<file path="config.mk">
export PLATFORM = sky130hd
export DESIGN_NAME = bmc_pwrseq_top
export DESIGN_NICKNAME = d
export VERILOG_FILES = /design/src/logic/bmc_pwrseq_pkg.sv /design/src/logic/pwr_seq_if.sv /design/src/logic/settle_timer.sv /design/src/logic/bmc_pwrseq_fsm.sv /design/src/logic/rail_fault_monitor.sv /design/src/logic/bmc_srst_gen.sv /design/src/logic/bmc_pwrseq_top.sv
export SDC_FILE = /design/constraint.sdc
export NUM_CORES = 1
export LEC_CHECK = 0
export ABC_AREA = 0
export BUFFER_PORTS_ARGS = -buffer_cell sky130_fd_sc_hd__buf_2
export CORE_MARGIN = 2
export CORE_UTILIZATION = 60
export CTS_CLUSTER_SIZE = 16
export DETAILED_ROUTE_END_ITERATION = 8
export PLACE_DENSITY_LB_ADDON = 0.15
export SLEW_MARGIN = 25
export SYNTH_ARGS = -nofsm -noshare
export SYNTH_HDL_FRONTEND = slang
export SYNTH_SLANG_ARGS = --single-unit
export TNS_END_PERCENT = 100
</file>
<file path="constraint.sdc">
create_clock -name iClk -period 4.6 [get_ports iClk]
set_input_delay 0.92 -clock iClk [delete_from_list [all_inputs] [get_ports iClk]]
set_output_delay 0.92 -clock iClk [all_outputs]
set_load 0.1 [all_outputs]
</file>
<file path="src/logic/bmc_pwrseq_pkg.sv">
// shared rail indices, rail vector type and sequencer states; import into any design unit using them
package bmc_pwrseq_pkg;

   //////////////////////////////////////////////////
   // rail indexing
   //////////////////////////////////////////////////
   localparam int NUM_RAILS = 4;                  // aux regulators under control

   localparam int RAIL_P2V5 = 0;                  // first up, last down
   localparam int RAIL_P1V0 = 1;
   localparam int RAIL_P1V2 = 2;
   localparam int RAIL_P1V8 = 3;                  // also enables the PCH aux rail

   typedef logic [NUM_RAILS-1:0] rail_vec_t;      // one bit per regulator

   //////////////////////////////////////////////////
   // sequencer states
   //////////////////////////////////////////////////
   typedef enum logic [3:0] {
      INIT,                                       // rails off, waiting for enable
      P2V5_ON,
      P1V0_ON,
      P1V2_ON,
      P1V8_ON,                                    // no settle time on this step
      PWR_OK,                                     // all rails up
      P1V8_OFF,                                   // power-down entry point
      P1V2_OFF,
      P1V0_OFF,
      P2V5_OFF
   } seq_state_t;

endpackage : bmc_pwrseq_pkg

</file>
<file path="src/logic/pwr_seq_if.sv">
// internal bundle between sequencer, fault monitor and reset generator; instantiate once in the top
interface pwr_seq_if
   import bmc_pwrseq_pkg::*;
();

   rail_vec_t rail_en;                            // registered regulator enables
   logic      pwr_ok;                             // all rails up
   rail_vec_t rail_fault;                         // sticky per-rail faults
   logic      pwr_fault;                          // sticky combined fault

   // sequencer side
   modport seq (
      output rail_en,
      output pwr_ok,
      input  pwr_fault
   );

   // fault monitor side
   modport mon (
      input  rail_en,
      output rail_fault,
      output pwr_fault
   );

   // reset generator only needs power-ok
   modport srst (
      input  pwr_ok
   );

endinterface : pwr_seq_if

</file>
<file path="src/logic/settle_timer.sv">
// generic delay counter; hold restart high to reload, elapsed flags CYCLES clocks after restart drops
module settle_timer
#(
   parameter int CYCLES = 2000                    // clocks to count after restart
)
(
   input  logic iClk,
   input  logic iRst_n,
   input  logic restart,                          // synchronous reload request
   output logic elapsed                           // count reached, held until restart
);

   //////////////////////////////////////////////////
   // counter
   //////////////////////////////////////////////////
   localparam int CW = $clog2(CYCLES + 1);        // wide enough to hold CYCLES itself

   logic [CW-1:0] cnt;                            // clocks since restart dropped

   always_ff @(posedge iClk or negedge iRst_n)
   begin
      if (!iRst_n)
      begin
         cnt <= '0;
      end
      else if (restart)
      begin
         cnt <= '0;                               // reload while requested
      end
      else if (cnt != CW'(CYCLES))
      begin
         cnt <= cnt + 1'b1;                       // count up, stop at terminal value
      end
   end

   // terminal count decode, stays true until the next reload
   assign elapsed = (cnt == CW'(CYCLES));

endmodule : settle_timer

</file>
<file path="src/logic/bmc_pwrseq_fsm.sv">
// aux rail power-up / power-down sequencer; drives enables and power-ok through the seq modport
module bmc_pwrseq_fsm
   import bmc_pwrseq_pkg::*;
#(
   parameter int STEP_DLY = 2000                  // settle clocks per sequence step
)
(
   input  logic      iClk,
   input  logic      iRst_n,
   input  logic      bmc_pwr_en,                  // high requests power-up
   input  rail_vec_t pwrgd,                       // regulator power-goods
   pwr_seq_if.seq    seq
);

   seq_state_t state;                             // current step
   seq_state_t prev_state;                        // state one clock ago
   seq_state_t next_state;
   rail_vec_t  rail_en_q;                         // enable registers
   logic       pwr_ok_q;
   logic       step_restart;                      // state just changed
   logic       step_elapsed;
   logic       step_done;                         // settle time met in current state
   logic       pwr_down_req;                      // abort power-up or leave PWR_OK

   //////////////////////////////////////////////////
   // step settle timer
   //////////////////////////////////////////////////
   assign step_restart = (state != prev_state);   // reload on every transition
   assign step_done    = step_elapsed && !step_restart; // ignore stale elapsed on entry
   assign pwr_down_req = !bmc_pwr_en || seq.pwr_fault;

   settle_timer #(
      .CYCLES (STEP_DLY)
   ) u_step_timer (
      .iClk    (iClk),
      .iRst_n  (iRst_n),
      .restart (step_restart),
      .elapsed (step_elapsed)
   );

   //////////////////////////////////////////////////
   // next state
   //////////////////////////////////////////////////
   always_comb
   begin
      next_state = state;                         // hold by default
      case (state)
         INIT:
            if (bmc_pwr_en && !seq.pwr_fault) next_state = P2V5_ON; // faults block restart
         P2V5_ON:
            if (pwr_down_req)                               next_state = P1V8_OFF;
            else if (pwrgd[RAIL_P2V5] && step_done)         next_state = P1V0_ON;
         P1V0_ON:
            if (pwr_down_req)                               next_state = P1V8_OFF;
            else if (pwrgd[RAIL_P1V0] && step_done)         next_state = P1V2_ON;
         P1V2_ON:
            if (pwr_down_req)                               next_state = P1V8_OFF;
            else if (pwrgd[RAIL_P1V2] && step_done)         next_state = P1V8_ON;
         P1V8_ON:
            if (pwr_down_req)                               next_state = P1V8_OFF;
            else if (pwrgd[RAIL_P1V8])                      next_state = PWR_OK; // no settle
         PWR_OK:
            if (pwr_down_req)                               next_state = P1V8_OFF;
         // power-down walks the rails in reverse, each waits for its pwrgd to clear
         P1V8_OFF:
            if (!pwrgd[RAIL_P1V8] && step_done)             next_state = P1V2_OFF;
         P1V2_OFF:
            if (!pwrgd[RAIL_P1V2] && step_done)             next_state = P1V0_OFF;
         P1V0_OFF:
            if (!pwrgd[RAIL_P1V0] && step_done)             next_state = P2V5_OFF;
         P2V5_OFF:
            if (!pwrgd[RAIL_P2V5] && step_done)             next_state = INIT;
         default:
            next_state = INIT;                    // recover from illegal encodings
      endcase
   end

   //////////////////////////////////////////////////
   // state and output registers
   //////////////////////////////////////////////////
   always_ff @(posedge iClk or negedge iRst_n)
   begin
      if (!iRst_n)
      begin
         state      <= INIT;
         prev_state <= INIT;
         rail_en_q  <= '0;                        // all regulators off
         pwr_ok_q   <= 1'b0;
      end
      else
      begin
         state      <= next_state;
         prev_state <= state;                     // one clock behind for restart detect
         pwr_ok_q   <= (state == PWR_OK);         // follows PWR_OK one clock late
         case (state)
            INIT     : rail_en_q <= '0;
            P2V5_ON  : rail_en_q[RAIL_P2V5] <= 1'b1;
            P1V0_ON  : rail_en_q[RAIL_P1V0] <= 1'b1;
            P1V2_ON  : rail_en_q[RAIL_P1V2] <= 1'b1;
            P1V8_ON  : rail_en_q[RAIL_P1V8] <= 1'b1;
            P1V8_OFF : rail_en_q[RAIL_P1V8] <= 1'b0;
            P1V2_OFF : rail_en_q[RAIL_P1V2] <= 1'b0;
            P1V0_OFF : rail_en_q[RAIL_P1V0] <= 1'b0;
            P2V5_OFF : rail_en_q[RAIL_P2V5] <= 1'b0;
            default  : rail_en_q <= rail_en_q;    // PWR_OK keeps everything on
         endcase
      end
   end

   assign seq.rail_en = rail_en_q;
   assign seq.pwr_ok  = pwr_ok_q;

endmodule : bmc_pwrseq_fsm

</file>
<file path="src/logic/rail_fault_monitor.sv">
// watches power-goods of enabled rails and latches drop-outs as sticky faults until reset
module rail_fault_monitor
   import bmc_pwrseq_pkg::*;
(
   input  logic      iClk,
   input  logic      iRst_n,
   input  rail_vec_t pwrgd,                       // regulator power-goods
   pwr_seq_if.mon    mon
);

   rail_vec_t pwrgd_q;                            // power-good one clock ago
   rail_vec_t drop;                               // falling pwrgd on an enabled rail
   rail_vec_t fail_q;                             // internal sticky fail flags
   rail_vec_t rail_fault_q;                       // fault outputs, one clock behind fail
   logic      pwr_fault_q;

   //////////////////////////////////////////////////
   // drop-out detect
   //////////////////////////////////////////////////
   // a rail that was good and goes low while still enabled has failed
   assign drop = mon.rail_en & pwrgd_q & ~pwrgd;

   always_ff @(posedge iClk or negedge iRst_n)
   begin
      if (!iRst_n)
      begin
         pwrgd_q      <= '0;
         fail_q       <= '0;
         rail_fault_q <= '0;
         pwr_fault_q  <= 1'b0;
      end
      else
      begin
         pwrgd_q      <= pwrgd;                   // edge detect history
         fail_q       <= fail_q | drop;           // set only, cleared by reset
         rail_fault_q <= fail_q;                  // second stage to the outputs
         pwr_fault_q  <= pwr_fault_q | (|fail_q); // any rail failure, sticky
      end
   end

   //////////////////////////////////////////////////
   // outputs
   //////////////////////////////////////////////////
   assign mon.rail_fault = rail_fault_q;
   assign mon.pwr_fault  = pwr_fault_q;          // also blocks fsm restart

endmodule : rail_fault_monitor

</file>
<file path="src/logic/bmc_srst_gen.sv">
// BMC system reset release; holds reset low until power-ok has been stable for SRST_DLY clocks
module bmc_srst_gen
#(
   parameter int SRST_DLY = 4000                  // clocks from power-ok to reset release
)
(
   input  logic     iClk,
   input  logic     iRst_n,
   pwr_seq_if.srst  seq_st,
   output logic     rst_srst_bmc_n                // active low system reset to the BMC
);

   logic dly_elapsed;                             // power-ok held long enough

   // timer held in reload while power is not ok
   settle_timer #(
      .CYCLES (SRST_DLY)
   ) u_srst_timer (
      .iClk    (iClk),
      .iRst_n  (iRst_n),
      .restart (!seq_st.pwr_ok),
      .elapsed (dly_elapsed)
   );

   //////////////////////////////////////////////////
   // reset output
   //////////////////////////////////////////////////
   always_ff @(posedge iClk or negedge iRst_n)
   begin
      if (!iRst_n)
      begin
         rst_srst_bmc_n <= 1'b0;                  // BMC held in reset
      end
      else
      begin
         rst_srst_bmc_n <= seq_st.pwr_ok && dly_elapsed; // drops right after power-ok falls
      end
   end

endmodule : bmc_srst_gen

</file>
<file path="src/logic/bmc_pwrseq_top.sv">
// top of the BMC aux power sequencer; board-level ports, instantiate with STEP_DLY and SRST_DLY
module bmc_pwrseq_top
   import bmc_pwrseq_pkg::*;
#(
   parameter int STEP_DLY = 2000,                 // settle clocks per sequence step
   parameter int SRST_DLY = 4000                  // power-ok to reset release clocks
)
(
   input  logic iClk,
   input  logic iRst_n,
   input  logic pwrgd_p2v5,                       // regulator power-goods
   input  logic pwrgd_p1v0,
   input  logic pwrgd_p1v2,
   input  logic pwrgd_p1v8,
   input  logic bmc_pwr_en,                       // high to power the rails up
   output logic p2v5_en,                          // regulator enables
   output logic p1v0_en,
   output logic p1v2_en,
   output logic pch_p1v8_en,                      // shared with the PCH
   output logic p2v5_fault,                       // sticky per-rail faults
   output logic p1v0_fault,
   output logic p1v2_fault,
   output logic p1v8_fault,
   output logic bmc_pwr_fault,                    // any rail failed
   output logic bmc_pwr_ok,                       // all rails up
   output logic rst_srst_bmc_n                    // BMC system reset, active low
);

   rail_vec_t pwrgd;                              // packed power-goods

   pwr_seq_if seq_bus ();

   //////////////////////////////////////////////////
   // pack inputs
   //////////////////////////////////////////////////
   assign pwrgd[RAIL_P2V5] = pwrgd_p2v5;
   assign pwrgd[RAIL_P1V0] = pwrgd_p1v0;
   assign pwrgd[RAIL_P1V2] = pwrgd_p1v2;
   assign pwrgd[RAIL_P1V8] = pwrgd_p1v8;

   //////////////////////////////////////////////////
   // sub-modules
   //////////////////////////////////////////////////
   bmc_pwrseq_fsm #(
      .STEP_DLY (STEP_DLY)
   ) u_fsm (
      .iClk       (iClk),
      .iRst_n     (iRst_n),
      .bmc_pwr_en (bmc_pwr_en),
      .pwrgd      (pwrgd),
      .seq        (seq_bus.seq)
   );

   rail_fault_monitor u_fault_mon (
      .iClk   (iClk),
      .iRst_n (iRst_n),
      .pwrgd  (pwrgd),
      .mon    (seq_bus.mon)
   );

   bmc_srst_gen #(
      .SRST_DLY (SRST_DLY)
   ) u_srst_gen (
      .iClk           (iClk),
      .iRst_n         (iRst_n),
      .seq_st         (seq_bus.srst),
      .rst_srst_bmc_n (rst_srst_bmc_n)
   );

   //////////////////////////////////////////////////
   // unpack outputs
   //////////////////////////////////////////////////
   assign p2v5_en       = seq_bus.rail_en[RAIL_P2V5];
   assign p1v0_en       = seq_bus.rail_en[RAIL_P1V0];
   assign p1v2_en       = seq_bus.rail_en[RAIL_P1V2];
   assign pch_p1v8_en   = seq_bus.rail_en[RAIL_P1V8];
   assign p2v5_fault    = seq_bus.rail_fault[RAIL_P2V5];
   assign p1v0_fault    = seq_bus.rail_fault[RAIL_P1V0];
   assign p1v2_fault    = seq_bus.rail_fault[RAIL_P1V2];
   assign p1v8_fault    = seq_bus.rail_fault[RAIL_P1V8];
   assign bmc_pwr_fault = seq_bus.pwr_fault;
   assign bmc_pwr_ok    = seq_bus.pwr_ok;

endmodule : bmc_pwrseq_top

</file>
After elaboration in Yosys (flattened, before gate mapping):

Index checks and enable logic that the tools add are counted.

* flip-flop bits (word level): 50
* input bits: 7
* output and inout bits: 11
* word-level logic and storage cells: 99

* $add $sub $neg: 2
* eq/ne operators: 25
* mux-type cells: 23
* bitwise gates (word level): 5
* reductions and logical operators: 30

Operators by type and width (number)
* 4-bit 2-to-1 mux: 14
* 4-bit case mux with 10 select lines: 1
* 12-bit 2-to-1 mux: 2
* 11-bit 2-to-1 mux: 2
* 4-bit by 3-bit equality test with 1-bit output (second input constant): 4
* 2-bit by 1-bit != test with 1-bit output (second input constant): 7
* 12-bit by 1-bit adder with 12-bit output (second input constant): 1
* 12-bit equality test (second input constant): 1
* 12-bit != test (second input constant): 1
* 11-bit by 1-bit adder with 11-bit output (second input constant): 1
* 11-bit equality test (second input constant): 1
* 11-bit != test (second input constant): 1
* 1-bit logical AND: 10
* 10-bit AND reduction: 1
* 2-bit nonzero test: 5
* 3-bit by 1-bit != test with 1-bit output (second input constant): 3
* 4-bit AND: 2
* 4-bit by 2-bit equality test with 1-bit output (second input constant): 2
* 4-bit equality test (second input constant): 2
* 1-bit case mux with 2 select lines: 4
* 2-bit OR reduction: 4
* 1-bit zero test: 7
* 4-bit by 1-bit equality test with 1-bit output (second input constant): 1
* 4-bit zero test: 1
* 7 further kinds: 7

Logic depth before layout (Yosys ltp):

Gate-level depths: netlist of the first run.

* depth in word-level cells: 7
* mapped depth: 8
* depth with buffers taken out: 8

By module:

From an unflattened synthesis of the first run, not the netlist that was laid out.

* cells, all modules: 242
* area, all modules: 2484.9 um^2

By module, submodules not included
* bmc_pwrseq_fsm: instances 1, cells an instance 90, area an instance 804.5 um^2, sequential area each 325.3 um^2
* settle_timer (u_srst_gen.u_srst_timer): instances 1, cells an instance 65, area an instance 669.4 um^2, sequential area each 300.3 um^2
* settle_timer (u_fsm.u_step_timer): instances 1, cells an instance 60, area an instance 593.1 um^2, sequential area each 275.3 um^2
* rail_fault_monitor: instances 1, cells an instance 24, area an instance 382.9 um^2, sequential area each 325.3 um^2
* bmc_srst_gen: instances 1, cells an instance 3, area an instance 35.0 um^2, sequential area each 25.0 um^2

Worst setup path after synthesis of the first run:

No wires, ideal clock.

* path type: register -> register
* from: register u_fault_mon.pwr_fault_q, in the netlist u_fault_mon.mon.pwr_fault
* to: register u_fsm.state[2]
* arrival: 2.134 ns
* path slack: 2.401 ns
* stages on the path, launching flop included: 7
* period minus slack after synthesis: 2.199 ns
* cells stage by stage: dfrtp_1 > nand2b_1 > nor3_1 > o211ai_1 > o21ai_0 > a2111oi_0 > o22a_1

* cells in the longest elaborated chain, start to end: 4
* elaborated cells on any way between the ends: 15
* those cells by class: 6 x eq/ne; 5 x mux; 4 x reduce/logical

RTL lines
* start: declaration: line rail_fault_monitor.sv:15 `logic pwr_fault_q;`
* start signal: assignment: line rail_fault_monitor.sv:37 `pwr_fault_q <= pwr_fault_q | (|fail_q);`
* 1-bit zero test: line bmc_pwrseq_fsm.sv:49 `if (bmc_pwr_en && !seq.pwr_fault) next_state = P2V5_ON;`
* 1-bit logical AND: line bmc_pwrseq_fsm.sv:49
* 2-bit by 1-bit != test with 1-bit output (no line)
* 10-bit AND reduction (no line)
* end signal: assignment: line bmc_pwrseq_fsm.sv:92 `state <= next_state;`
* end: declaration: line bmc_pwrseq_fsm.sv:15 `seq_state_t state;`

Several ways; a longest one is shown, not always the timed one.
A chain may end at the register's enable or synchronous reset.

Final worst setup path of the first run:

* from: register u_fsm.state[0]
* to: register u_fsm.state[2]

* cells in the longest elaborated chain, start to end: 6
* elaborated cells on any way between the ends: 32
* those cells by class: 20 x eq/ne; 1 x mux; 11 x reduce/logical

RTL lines
* 4-bit != test: line bmc_pwrseq_fsm.sv:28 `assign step_restart = (state != prev_state);`
* 1-bit zero test: line bmc_pwrseq_fsm.sv:29 `assign step_done = step_elapsed && !step_restart;`
* 1-bit logical AND: line bmc_pwrseq_fsm.sv:29
* 1-bit logical AND (tied with other cells): line bmc_pwrseq_fsm.sv:55 `else if (pwrgd[RAIL_P1V0] && step_done) next_state = P1V2_ON;`
* 3-bit by 1-bit != test with 1-bit output (no line) / 2-bit by 1-bit != test with 1-bit output (equally long branches)
* 10-bit AND reduction (no line)

Several ways; a longest one is shown, not always the timed one.

==> results of run 1 <==
## report_power, final
group          switching (mW)  total (mW)  leakage, nW  internal [mW]
logic                   0.337       0.476        0.367          0.139
registers              0.0914       0.590        0.618          0.498
clock network           0.140       0.300       0.0579          0.160
## cells by family after synthesis
group / Yosys count
and+or+nand+nor: 94
DFF: 50
AOI/OAI and AO/OA: 41
muxes: 2
adders and majority gates: 4
buffers and inverters: 18
xor gates and xnor gates: 22
## layer usage
metal,part of all wire [%],up-vias,GRT usage [%]
li1,-,842,-
met5,0,-,0
met2,45,47,33.0
met3,5.4,4,6.59
met4,0.60,0,4.59
met1,49,818,32.3
## final cells by class
cell class | instances | area, µm²
Clock buffer | 5 | 68.8
Clock inverter | 3 | 40.0
Fill cell | 282 | 1150
Inverter | 11 | 41.3
Multi-Input combinational cell | 163 | 1050
Sequential cell | 50 | 1250
Tap cell | 48 | 60.1
Timing Repair Buffer | 17 | 87.6
## registers in the layout (all words and copies together) (netlist names)
| register | flops |
|---|---|
| u_fault_mon.fail_q | 4 |
| u_srst_gen.u_srst_timer.cnt | 12 |
| u_fsm.u_step_timer.cnt | 11 |
| u_fsm.state | 4 |
| u_fsm.seq.pwr_ok | 1 |
| u_fault_mon.pwrgd_q | 4 |
| u_srst_gen.rst_srst_bmc_n | 1 |
| u_fault_mon.mon.pwr_fault | 1 |
| u_fault_mon.mon.rail_fault | 4 |
| u_fsm.prev_state | 4 |
| u_fsm.seq.rail_en | 4 |
## cell usage after synthesis, types with 3 or more instances
master	n
o41ai_1	4
nor2b_1	3
ha_1	4
nor3_1	8
or3_1	5
o21bai_1	3
and4_1	3
nand2_1	15
nand3_1	12
xnor2_1	11
xor2_1	9
nor2_1	33
o21ai_0	11
nand4_1	3
clkbuf_1	4
a21oi_1	9
inv_1	10
dfrtp_1	50
## how the worst max path moves through the flow
stage,start,end,cells past startpoint
2_1_floorplan,u_fault_mon.mon.pwr_fault,u_fsm.state[2],6
3_3_place_gp,u_fsm.state[0],u_fsm.state[2],6
3_5_place_dp,u_fsm.state[0],u_fsm.state[2],6
4_1_cts,u_fsm.state[0],u_fsm.state[2],6
5_1_grt,u_fsm.state[0],u_fsm.state[2],6
6_report,u_fsm.state[0],u_fsm.state[2],6
## metrics by stage
step | worst slack, ns | hold WS, ns | utilization, % | area [µm²] | instances
after floorplan | 2.40 | 0.369 | - | 2380 | 231
after global placement | 2.12 | 0.388 | 66.3 | 2480 | 289
after detailed placement | 2.03 | 0.388 | 66.4 | 2490 | 289
after CTS | 2.00 | 0.411 | 69.3 | 2590 | 297
after global routing | 1.73 | 0.438 | 69.3 | 2590 | 297
final | 1.94 | 0.407 | 69.3 | 2590 | 297
## worst reg2reg max path: stages (launching register included)
cell and delay, ns:
dfrtp_1 0.79, xnor2_4 0.20, nand4_4 0.26, o41ai_1 0.43
nand4_1 0.23, a2111oi_0 0.49, o22a_1 0.20
==> metrics.md, run 1 <==
| Metric | Value |
|---|---|
| CTS Sinks | `50` |
| Crit-path cells | `xnor2_4 -> nand4_4 -> o41ai_1 -> nand4_1 -> a2111oi_0 -> o22a_1` |
| Placeable core region | `3740 µm²` |
| Critical path capture point type | `register` |
| Vias in the first global route | `1578` |
| PortBufs | `17` |
| Pwr/cell area | `526 nW/µm²` |
| Synth Area in XOR/XNOR | `under 10%` |
| Initial antenna violation count | `0` |
| Routed len/inst | `about 15 µm` |
| DRC | `0` |
| Flop-to-flop setup slack | `1.94 ns` |
| Mux cell area share after synthesis | `less than 1%` |
| RSZ-0062 raised after global routing | `no` |
| Antenna Nets Post-Route | `0` |
| Leak pwr | `around 1.0 nW` |
| CP delay by family, top | `compound AO/OA/AOI/OAI gates` |
| Simple-gate area share of the yosys netlist | `20.0%` |
| Tightest Pin Transition | `slightly below 0.7 ns` |
| Yosys warnings | `0` |
| Share of the synthesized area in the top cell type | `52.5%` |
| Die Ht | `67.0 µm` |
| Post-Synthesis Cells | `231` |
| Total power | `1.37 mW` |
| Max H-tree Level | `2` |
| Synth Area in Adders | `around 2.1%` |
| Async SR Flop Fraction | `100%` |
| Largest cells by area after synthesis | `dfrtp_1 53%, nor2_1 5.2%, xnor2_1 4.0%, xor2_1 3.3%, nand3_1 2.5%` |
| Routed wire length | `roughly 4.3 mm` |
| Synth Flop Type | `dfrtp_1` |
| Grt total ovfl | `0` |
| Layout cells sized above 1 | `12.9%` |
| HP Class | `reg -> reg` |
| Tcrit/Tclk final | `57.9%` |
| Die W | `67.0 µm` |
| CP peak stage delay | `a little under 0.8 ns` |
| CTS Buf Count | `5` |
| Starting density of the core | `63.6%` |
| Slowest stage cell, crit path | `dfrtp_1` |
| # Post-CTS Setup Buffers | `0` |
| Compound-Gate Fraction of Synth Area | `11.2%` |
| Unique masters post-synth | `42` |
| Status | `completed` |
| Largest net degree at the start of global routing | `51` |
| Critical Path AT | `2.90 ns` |
| # nets final | `259` |
| Io pins | `18` |
| Worst EP required | `roughly 4.8 ns` |
| Synthesized flop and latch total | `50` |
| GRT Resource Usage Total | `about 22%` |
| Path type of the worst setup path | `reg -> reg` |
| Post-cts sizing count | `0` |
| Largest family of logic cells by synthesized area | `simple AND/OR/NAND/NOR gates` |
| Maximum vdd ir drop | `0.271 mV` |
| Hold path cells | `0` |
| Rows | `22` |
| Setup TNS | `0 ns` |
| Full die area | `4490 µm²` |
| P&R area growth vs syn | `8.99%` |
| Final Critical Period | `~2.7 ns` |
| Vias | `around 1.7k` |
| Maxcap violations | `0` |
| First-iteration detailed-routing DRC count | `162` |
| Syn_area_per_cell | `roughly 10 µm²` |
| Worst r2r src | `u_fsm.state[0]` |
| Hold path startpoint | `u_fault_mon.fail_q[3]` |
| Post-DP HPWL | `2.92 mm` |
| Hold Path End | `u_fault_mon.mon.rail_fault[3]` |
| Critical Path Start Type | `register` |
| GP Congestion | `0.840` |
| Post-synth top area cell | `dfrtp_1` |
| Max-slew violations | `0` |
| Synthesized area | `2380 µm²` |
| Seq/Total Area, Yosys | `52.5%` |
| R2R Path End | `u_fsm.state[2]` |
| R2R depth | `6` |
| Reg clk slew, reported paths | `0.09 ns` |
| Hold-fix buffers, CTS | `0` |
| Most common cell after layout, fill and taps aside | `dfrtp_1` |
| Slew headroom | `54.0%` |
| Drt pass-1 iters | `4` |
| Root Driver | `clkbuf_8` |
| Setup violators final | `0` |
| Longest Clk Path Bufs | `2` |
| TritonCTS clock tree | `built` |
| Post-synthesis net count | `~240` |
| Final hold viol count | `0` |
| Max Clk Rate | `375 MHz` |
| Crit path max fanout | `20` |
| Global-route wire length before repair | `7.45 mm` |
| Commonest non-fill, non-tap cells in the layout | `50 x dfrtp_1, 33 x nor2_1, 16 x buf_2` |
| Vias/cell | `5.76` |
| Post-synth EDFFs | `0` |
| Worst Skew | `0.00473 ns` |
| Worst-skew pair later-pin latency | `0.30 ns` |
| Worst path buffer plus inverter count | `0` |
| Inserted Diodes | `0` |
Note: power is estimated with default switching activity, not from simulation.
==> run 2, diff against run 1 <==
ABC_AREA = 1   (was 0)
CORE_UTILIZATION = 59   (was 60)
clock period = 2.6 ns   (was 4.6 ns; I/O delays follow)
==> run 2 against run 1 <==
First-iteration DRC count rose by 19%. Power fell by 1.7%. Register-to-register slack got worse by 1.3 ns. Routed wire length rose by 0.39%. Sequential cell count did not move. Combinational power fell by 93%. Die area rose by 2.3%. Cell area rose by 1.7%. Maximum frequency rose by 39%. Utilization fell by 2.4 points. Clock power rose by 76%. Largest cell class unchanged. Largest power group unchanged.
==> metrics.md, run 2 <==
| Metric | Value |
|---|---|
| Unique masters post-synth | `33 (-21%)` |
| Rows | `23 (+4.5%)` |
| Post-synthesis net count | `289 (+19%)` |
| CTS Buf Count | `5 (unchanged)` |
| Crit path max fanout | `12 (-40%)` |
| CP Depth | `13 (+7)` |
| Clk pwr share | `39.3% (+17 points)` |
| Vias in the first global route | `1695 (+7.4%)` |
| Yosys warnings | `0 (unchanged)` |
| Most common library cells after synthesis | `50 x dfrtp_1, 45 x nand2_1, 39 x nor2_1, 37 x inv_1, 16 x a21oi_1` |
| Pwr/cell area | `508 nW/µm² (-3.4%)` |
| Layout cells sized above 1 | `16.6% (+3.7 points)` |
| Routed wire length | `4.33 mm (+0.39%)` |
| CP peak stage delay | `0.41 ns (-0.38 ns)` |
| Synthesized area | `2400 µm² (+0.68%)` |
| Post-synth top area cell | `dfrtp_1` |
| HP Class | `in -> async` |
| Io pins | `18 (unchanged)` |
| Area after DPL | `2530 µm² (+1.8%)` |
| Slew headroom | `60.2% (+6.2 points)` |
| Worst Skew | `0.00278 ns (-0.00194 ns)` |
| Final Critical Period | `1.92 ns (-0.746 ns)` |
| Combinational share of power | `2.3% (-32 points)` |
| Critical Path AT | `2.11 ns (-0.79 ns)` |
| Setup violators final | `0 (unchanged)` |
| Flop-to-flop setup slack | `0.68 ns (-1.25 ns)` |
| Post-Synthesis Cells | `278 (+20%)` |
| TritonCTS clock tree | `built` |
| Maximum vdd ir drop | `0.407 mV (+50%)` |
| Most common cell after layout, fill and taps aside | `dfrtp_1` |
| GP Congestion | `0.909 (+8.2%)` |
| CP most frequent cell | `nand2_1` |
| Max-slew violations | `0 (unchanged)` |
| Status | `completed` |
| Final hold viol count | `0 (unchanged)` |
| Longest Clk Path Bufs | `2 (unchanged)` |
| Initial antenna violation count | `0 (unchanged)` |
| Synthesized flop and latch total | `50 (unchanged)` |
| P&R area growth vs syn | `10.1%` |
| Antenna Nets Post-Route | `0 (unchanged)` |
| Reg power frac | `58.4% (+15 points)` |
| Maxcap violations | `0 (unchanged)` |
| R2R depth | `13 (+7)` |
| Worst hold slack | `0.311 ns (-0.0964 ns)` |
| Worst path buffer plus inverter count | `2 (+2)` |
| Psw | `0.271 mW (-52%)` |
| Share of the synthesized area in the top cell type | `52.2% (-0.36 points)` |
| Inserted Diodes | `0 (unchanged)` |
| Largest cells by area after synthesis | `dfrtp_1 52%, nand2_1 7.0%, nor2_1 6.1%, inv_1 5.8%, a21oi_1 3.3%` |
| Root Driver | `clkbuf_8` |
| Hold-fix buffers, CTS | `0 (unchanged)` |
| RSZ-0062 raised after global routing | `no` |
| # Post-CTS Setup Buffers | `0 (unchanged)` |
| Max H-tree Level | `2 (unchanged)` |
| Vias/cell | `5.21 (-9.6%)` |
| GRT Resource Usage Total | `22.6% (+0.35 points)` |
| Worst EP required | `2.79 ns (-2.05 ns)` |
| Vias | `1834 (+7.2%)` |
| Tightest Pin Transition | `0.597 ns (-0.0923 ns)` |
| Crit-path cells | `inv_1 -> ha_1 -> inv_1 -> nor2_1 -> nand3b_1 -> nor2_4 -> nand3_1 -> nand2_1 -> nand2_1 -> o21ai_4 -> nand2_2 -> nand2_1 -> nand2_1` |
| Max Clk Rate | `521 MHz (+39%)` |
| Drt pass-1 iters | `4 (unchanged)` |
| CP delay by family, top | `simple AND/OR/NAND/NOR gates` |
| Starting density of the core | `60.8% (-2.8 points)` |
| Largest register FFs | `12 (unchanged)` |
| Cell Count, Final, Fillers Out | `352 (+19%)` |
| First-iteration detailed-routing DRC count | `193 (+19%)` |
| Fin area | `2640 µm² (+1.7%)` |
| Reg clk slew, reported paths | `0.09 ns (about the same)` |
| Full die area | `4590 µm² (+2.3%)` |
| # nets final | `312 (+20%)` |
| Worst-skew pair later-pin latency | `0.30 ns (about the same)` |
| Syn_area_per_cell | `8.62 µm² (-16%)` |
| Placeable core region | `3940 µm² (+5.3%)` |
| Global-route wire length before repair | `7.61 mm (+2.1%)` |
| Tcrit/Tclk final | `73.8% (+16 points)` |
| Path type of the worst setup path | `reg -> reg` |
| CTS Sinks | `50 (unchanged)` |
| Critical path capture point type | `register` |
| Commonest non-fill, non-tap cells in the layout | `50 x dfrtp_1, 45 x nand2_1, 39 x nor2_1` |
| Critical Path Start Type | `register` |
| Leak pwr | `1.30 nW (+25%)` |
| Die Ht | `67.7 µm (+1.1%)` |
| Grt total ovfl | `0 (unchanged)` |
| Post-synth EDFFs | `0 (unchanged)` |
| Placed cell count | `344 (+19%)` |
| Async SR Flop Fraction | `100% (unchanged)` |
| Regs by FF count | `u_srst_gen.u_srst_timer.cnt (12), u_fsm.u_step_timer.cnt (11)` |
| Post-cts sizing count | `0 (unchanged)` |
| Routed len/inst | `12.3 µm (-15%)` |
| Die W | `67.7 µm (+1.1%)` |
| Setup TNS | `0 ns (unchanged)` |
| Slowest stage cell, crit path | `dfrtp_1` |
| DRC | `0 (unchanged)` |
| Sw Share | `20.2% (-21 points)` |
| PortBufs | `17 (unchanged)` |
| Biggest register | `u_srst_gen.u_srst_timer.cnt` |
| Seq/Total Area, Yosys | `52.2% (-0.36 points)` |
| Synth Flop Type | `dfrtp_1` |
| Largest net degree at the start of global routing | `51 (unchanged)` |
| Post-DP HPWL | `3.25 mm (+11%)` |
| Internal cell power | `1.07 mW (+34%)` |
| Most instantiated library cell after synthesis | `dfrtp_1` |
## run 2: cell type report
type                    instances  area (µm²)
repair buffers                 18        92.6
inverters                      44         165
well taps                      50        62.6
fillers                       311        1300
multi-input cells             182         958
flip-flops and latches         50        1250
clock inverters                 3        40.0
clock buffers                   5        68.8
## run 2: kinds of logic after synthesis
group,count (synthesis),synth area share [%]
flip-flops,50,52.2
XOR/XNOR,3,1.10
AND/OR/NAND/NOR,130,25.6
AO/OA/AOI/OAI,45,11.2
adder cells (fa/ha/maj),4,2.09
buffers and inverters,46,7.83
## run 2: worst reg2reg max path, delay by kind of cell (launching register included)
kind,cells,cell delay (ns)
AOI/OAI and AO/OA,1,0.21
adders and majority gates,1,0.15
buffers and inverters,2,0.14
DFF,1,0.41
and+or+nand+nor,9,0.91
## run 2: power by group through the flow
stage	Combinational (mW)	Clock (mW)	Sequential, mW
floorplan	0.00212	0	0.804
global placement	0.0327	0	0.799
detailed placement	0.0331	0	0.799
CTS	0.0331	0.541	0.783
global route	0.0367	0.571	0.784
finish	0.0314	0.527	0.783
## run 2: final timing paths
check                                          start                             to
max in group asynchronous                     iRst_n      u_fsm.u_step_timer.cnt[9]
min in group iClk                         pwrgd_p1v0         u_fault_mon.pwrgd_q[1]
min                                           iRst_n            u_fsm.prev_state[3]
min reg2reg                    u_fault_mon.fail_q[2]  u_fault_mon.mon.rail_fault[2]
max reg2reg                u_fsm.u_step_timer.cnt[0]                 u_fsm.state[0]
max                        u_fsm.u_step_timer.cnt[0]                 u_fsm.state[0]
## run 2: through the flow
stage	power, mW	worst slack, ns	util [%]
detailed placement	0.832	0.714	64.2
global route	1.39	0.406	66.9
CTS	1.36	0.686	66.9
finish	1.34	0.682	66.9
global placement	0.831	0.786	64.2
floorplan	0.807	0.612	-
## run 2: routing by layer
layer | part of all wire (%) | wire [µm] | up-vias | track usage, %
met2 | 50 | 2140 | 36 | 36.5
li1 | - | - | 937 | -
met3 | 3.4 | 149 | 6 | 5.50
met1 | 45 | 1970 | 855 | 29.9
met5 | 0 | 0 | - | 0
met4 | 1.5 | 67 | 0 | 7.14
==> run 3, diff against run 2 <==
clock period = 1.9 ns   (was 2.6 ns; I/O delays follow)
==> run 3 against run 2 <==
Routed wire length is 5.7% higher. Largest cell class unchanged. Die area unchanged. Sequential power increased by 37%. Setup slack worse by 0.67 ns. Sequential share of layout area is 1.4 points lower. Power rose by 40%. First-iteration DRC count fell by 10%. Critical endpoint unchanged. Cell area is 3.0% higher. Clock skew is 0.0071 ns higher. Clock power up 44%.
==> metrics.md, run 3 (same netlist as run 2, synthesis figures left out) <==
| Metric | Value |
|---|---|
| Reg power frac | `57.1% (-1.3 points)` |
| Tightest Pin Transition | `0.508 ns (-0.0895 ns)` |
| Critical Path Start Type | `register` |
| Io pins | `18 (unchanged)` |
| Regs by FF count | `u_srst_gen.u_srst_timer.cnt (12), u_fsm.u_step_timer.cnt (11)` |
| Full die area | `4590 µm² (unchanged)` |
| Largest register FFs | `12 (unchanged)` |
| Largest net degree at the start of global routing | `26 (-49%)` |
| PnR worst setup slack | `0.0152 ns (-0.666 ns)` |
| Vias | `1872 (+2.1%)` |
| Crit path max fanout | `8 (-4)` |
| Global-route wire length before repair | `7.85 mm (+3.1%)` |
| Cell Count, Final, Fillers Out | `359 (+2.0%)` |
| Fin area | `2720 µm² (+3.0%)` |
| RSZ-0062 raised after global routing | `yes` |
| Setup TNS | `0 ns (unchanged)` |
| Slowest stage cell, crit path | `dfrtp_1` |
| Longest Clk Path Bufs | `2 (unchanged)` |
| GP Congestion | `0.851 (-6.4%)` |
| # nets final | `319 (+2.2%)` |
| P&R area growth vs syn | `13.4%` |
| CP peak stage delay | `0.41 ns (about the same)` |
| Leak pwr | `1.33 nW (+2.7%)` |
| Status | `completed` |
| Worst hold slack | `0.0527 ns (-0.258 ns)` |
| Vias/cell | `5.21 (about the same)` |
| Antenna Nets Post-Route | `0 (unchanged)` |
| Pwr/cell area | `691 nW/µm² (+36%)` |
| CTS Sinks | `50 (unchanged)` |
| Area after DPL | `2560 µm² (+1.2%)` |
| First-iteration detailed-routing DRC count | `173 (-10%)` |
| Post-DP HPWL | `3.42 mm (+5.0%)` |
| Critical path startpoint | `u_fsm.u_step_timer.cnt[0]` |
| Initial antenna violation count | `0 (unchanged)` |
| Die W | `67.7 µm (unchanged)` |
| Sw Share | `21.5% (+1.3 points)` |
| TritonCTS clock tree | `built` |
| Critical Path AT | `2.09 ns (-0.02 ns)` |
| Die Ht | `67.7 µm (unchanged)` |
| Worst Skew | `0.00984 ns (+0.00706 ns)` |
| Starting density of the core | `60.8% (unchanged)` |
| GRT Resource Usage Total | `22.8% (+0.28 points)` |
| Crit-path cells | `inv_2 -> ha_4 -> inv_2 -> nor2_2 -> nand3b_1 -> nor2_4 -> nand2_1 -> o21ai_1 -> nand2_1 -> nor2_4 -> nand2_2 -> nand2_1 -> nand2_1` |
| Routed wire length | `4.58 mm (+5.7%)` |
| Worst r2r src | `u_fsm.u_step_timer.cnt[0]` |
| Setup WS pre-CTS | `0.00929 ns (-0.705 ns)` |
| Drt pass-1 iters | `4 (unchanged)` |
| Maximum vdd ir drop | `0.429 mV (+5.5%)` |
| Inserted Diodes | `0 (unchanged)` |
| Rows | `23 (unchanged)` |
| Max H-tree Level | `2 (unchanged)` |
| Internal cell power | `1.47 mW (+38%)` |
| Worst-skew pair later-pin latency | `0.31 ns (about the same)` |
| Placeable core region | `3940 µm² (unchanged)` |
| Commonest non-fill, non-tap cells in the layout | `49 x dfrtp_1, 44 x nand2_1, 38 x nor2_1` |
| DRC | `0 (unchanged)` |
| Flop-to-flop setup slack | `0.02 ns (-0.67 ns)` |
| Biggest register | `u_srst_gen.u_srst_timer.cnt` |
| Worst EP required | `2.11 ns (-0.68 ns)` |
| Reg clk slew, reported paths | `0.10 ns (about the same)` |
| Critical path capture point type | `register` |
| Maxcap violations | `0 (unchanged)` |
| Max Clk Rate | `531 MHz (+1.8%)` |
| Layout cells sized above 1 | `21.0% (+4.5 points)` |
| Setup violators final | `0 (unchanged)` |
| HP Class | `in -> async` |
| Most common cell after layout, fill and taps aside | `dfrtp_1` |
| Combinational share of power | `2.4% (about the same)` |
| Grt total ovfl | `0 (unchanged)` |
| Path type of the worst setup path | `reg -> reg` |
| Slew headroom | `65.9% (+5.7 points)` |
| Placed cell count | `348 (+1.2%)` |
| Routed len/inst | `12.7 µm (+3.6%)` |
| Psw | `0.404 mW (+49%)` |
| Max-slew violations | `0 (unchanged)` |
| Root Driver | `clkbuf_8` |
| Final hold viol count | `0 (unchanged)` |
| PortBufs | `17 (unchanged)` |
| Clk pwr share | `40.5% (+1.2 points)` |
| R2R Path End | `u_fsm.state[0]` |
| Vias in the first global route | `1765 (+4.1%)` |
| CP most frequent cell | `nand2_1` |
| Final Critical Period | `1.88 ns (-0.0336 ns)` |
| R2R depth | `13 (unchanged)` |
| CTS Buf Count | `5 (unchanged)` |
| Tcrit/Tclk final | `99.2% (+25 points)` |
==> run 3: cell types whose count changed in the layout (fill, tap and decap cells not counted), sizes merged <==
cell and change:
buf +7, inv +1, clkinv -1
==> run 3: power groups by stage <==
stage          clock (mW)  sequential (mW)  combinational [mW]
6_report            0.761             1.07              0.0457
3_3_place_gp            0             1.09              0.0465
3_5_place_dp            0             1.09              0.0472
4_1_cts             0.766             1.07              0.0474
5_1_grt             0.814             1.07              0.0529
2_1_floorplan           0             1.10             0.00290
==> run 3: through the flow <==
stage	total power, mW	util [%]
global placement	1.14	65.0
floorplan	1.10	-
detailed placement	1.14	65.0
CTS	1.89	68.2
finish	1.88	69.0
global route	1.94	69.0
==> run 3: final cells by class <==
type / count / area, µm²
inverter: 44 / 165
clock inverter: 3 / 43.8
multi-input combinational: 182 / 981
tap: 50 / 62.6
timing repair buffer: 25 / 145
sequential: 50 / 1250
clock buffer: 5 / 68.8
fill: 305 / 1220
==> run 3: critical path, delay by kind of cell, from the launching register on <==
| family | cells | cell delay (ns) |
|---|---|---|
| AND/OR/NAND/NOR | 9 | 0.98 |
| flip-flops | 1 | 0.41 |
| AO/OA/AOI/OAI | 1 | 0.14 |
| adder cells (fa/ha/maj) | 1 | 0.13 |
| buffers and inverters | 2 | 0.12 |
==> run 3: how the worst max path moves through the flow <==
stage,endpoint,depth (start not counted),slack [ns]
2_1_floorplan,u_fsm.state[0],14,0.17
3_3_place_gp,u_fsm.state[2],13,0.14
3_5_place_dp,u_fsm.state[0],13,0.009
4_1_cts,u_fsm.state[2],13,0.02
5_1_grt,u_fsm.state[2],13,-0.13
6_report,u_fsm.state[0],13,0.02
==> run 3: routing by layer <==
layer / up-vias / part of all wire (%) / track usage [%]
met1: 873 / 45 / 28.6
met2: 41 / 49 / 39.2
met3: 11 / 4.1 / 5.00
met5: - / 0 / 0
li1: 947 / - / -
met4: 0 / 1.8 / 7.14
==> run 3: repair_timing <==
item | 4_1_cts | 5_1_grt
endpoints found under the setup margin | 3 | 4
setup buffers | 2 | 1
gates resized for setup | 1 | 7
hold buffers | 0 | 0
pin swaps | 2 | 8
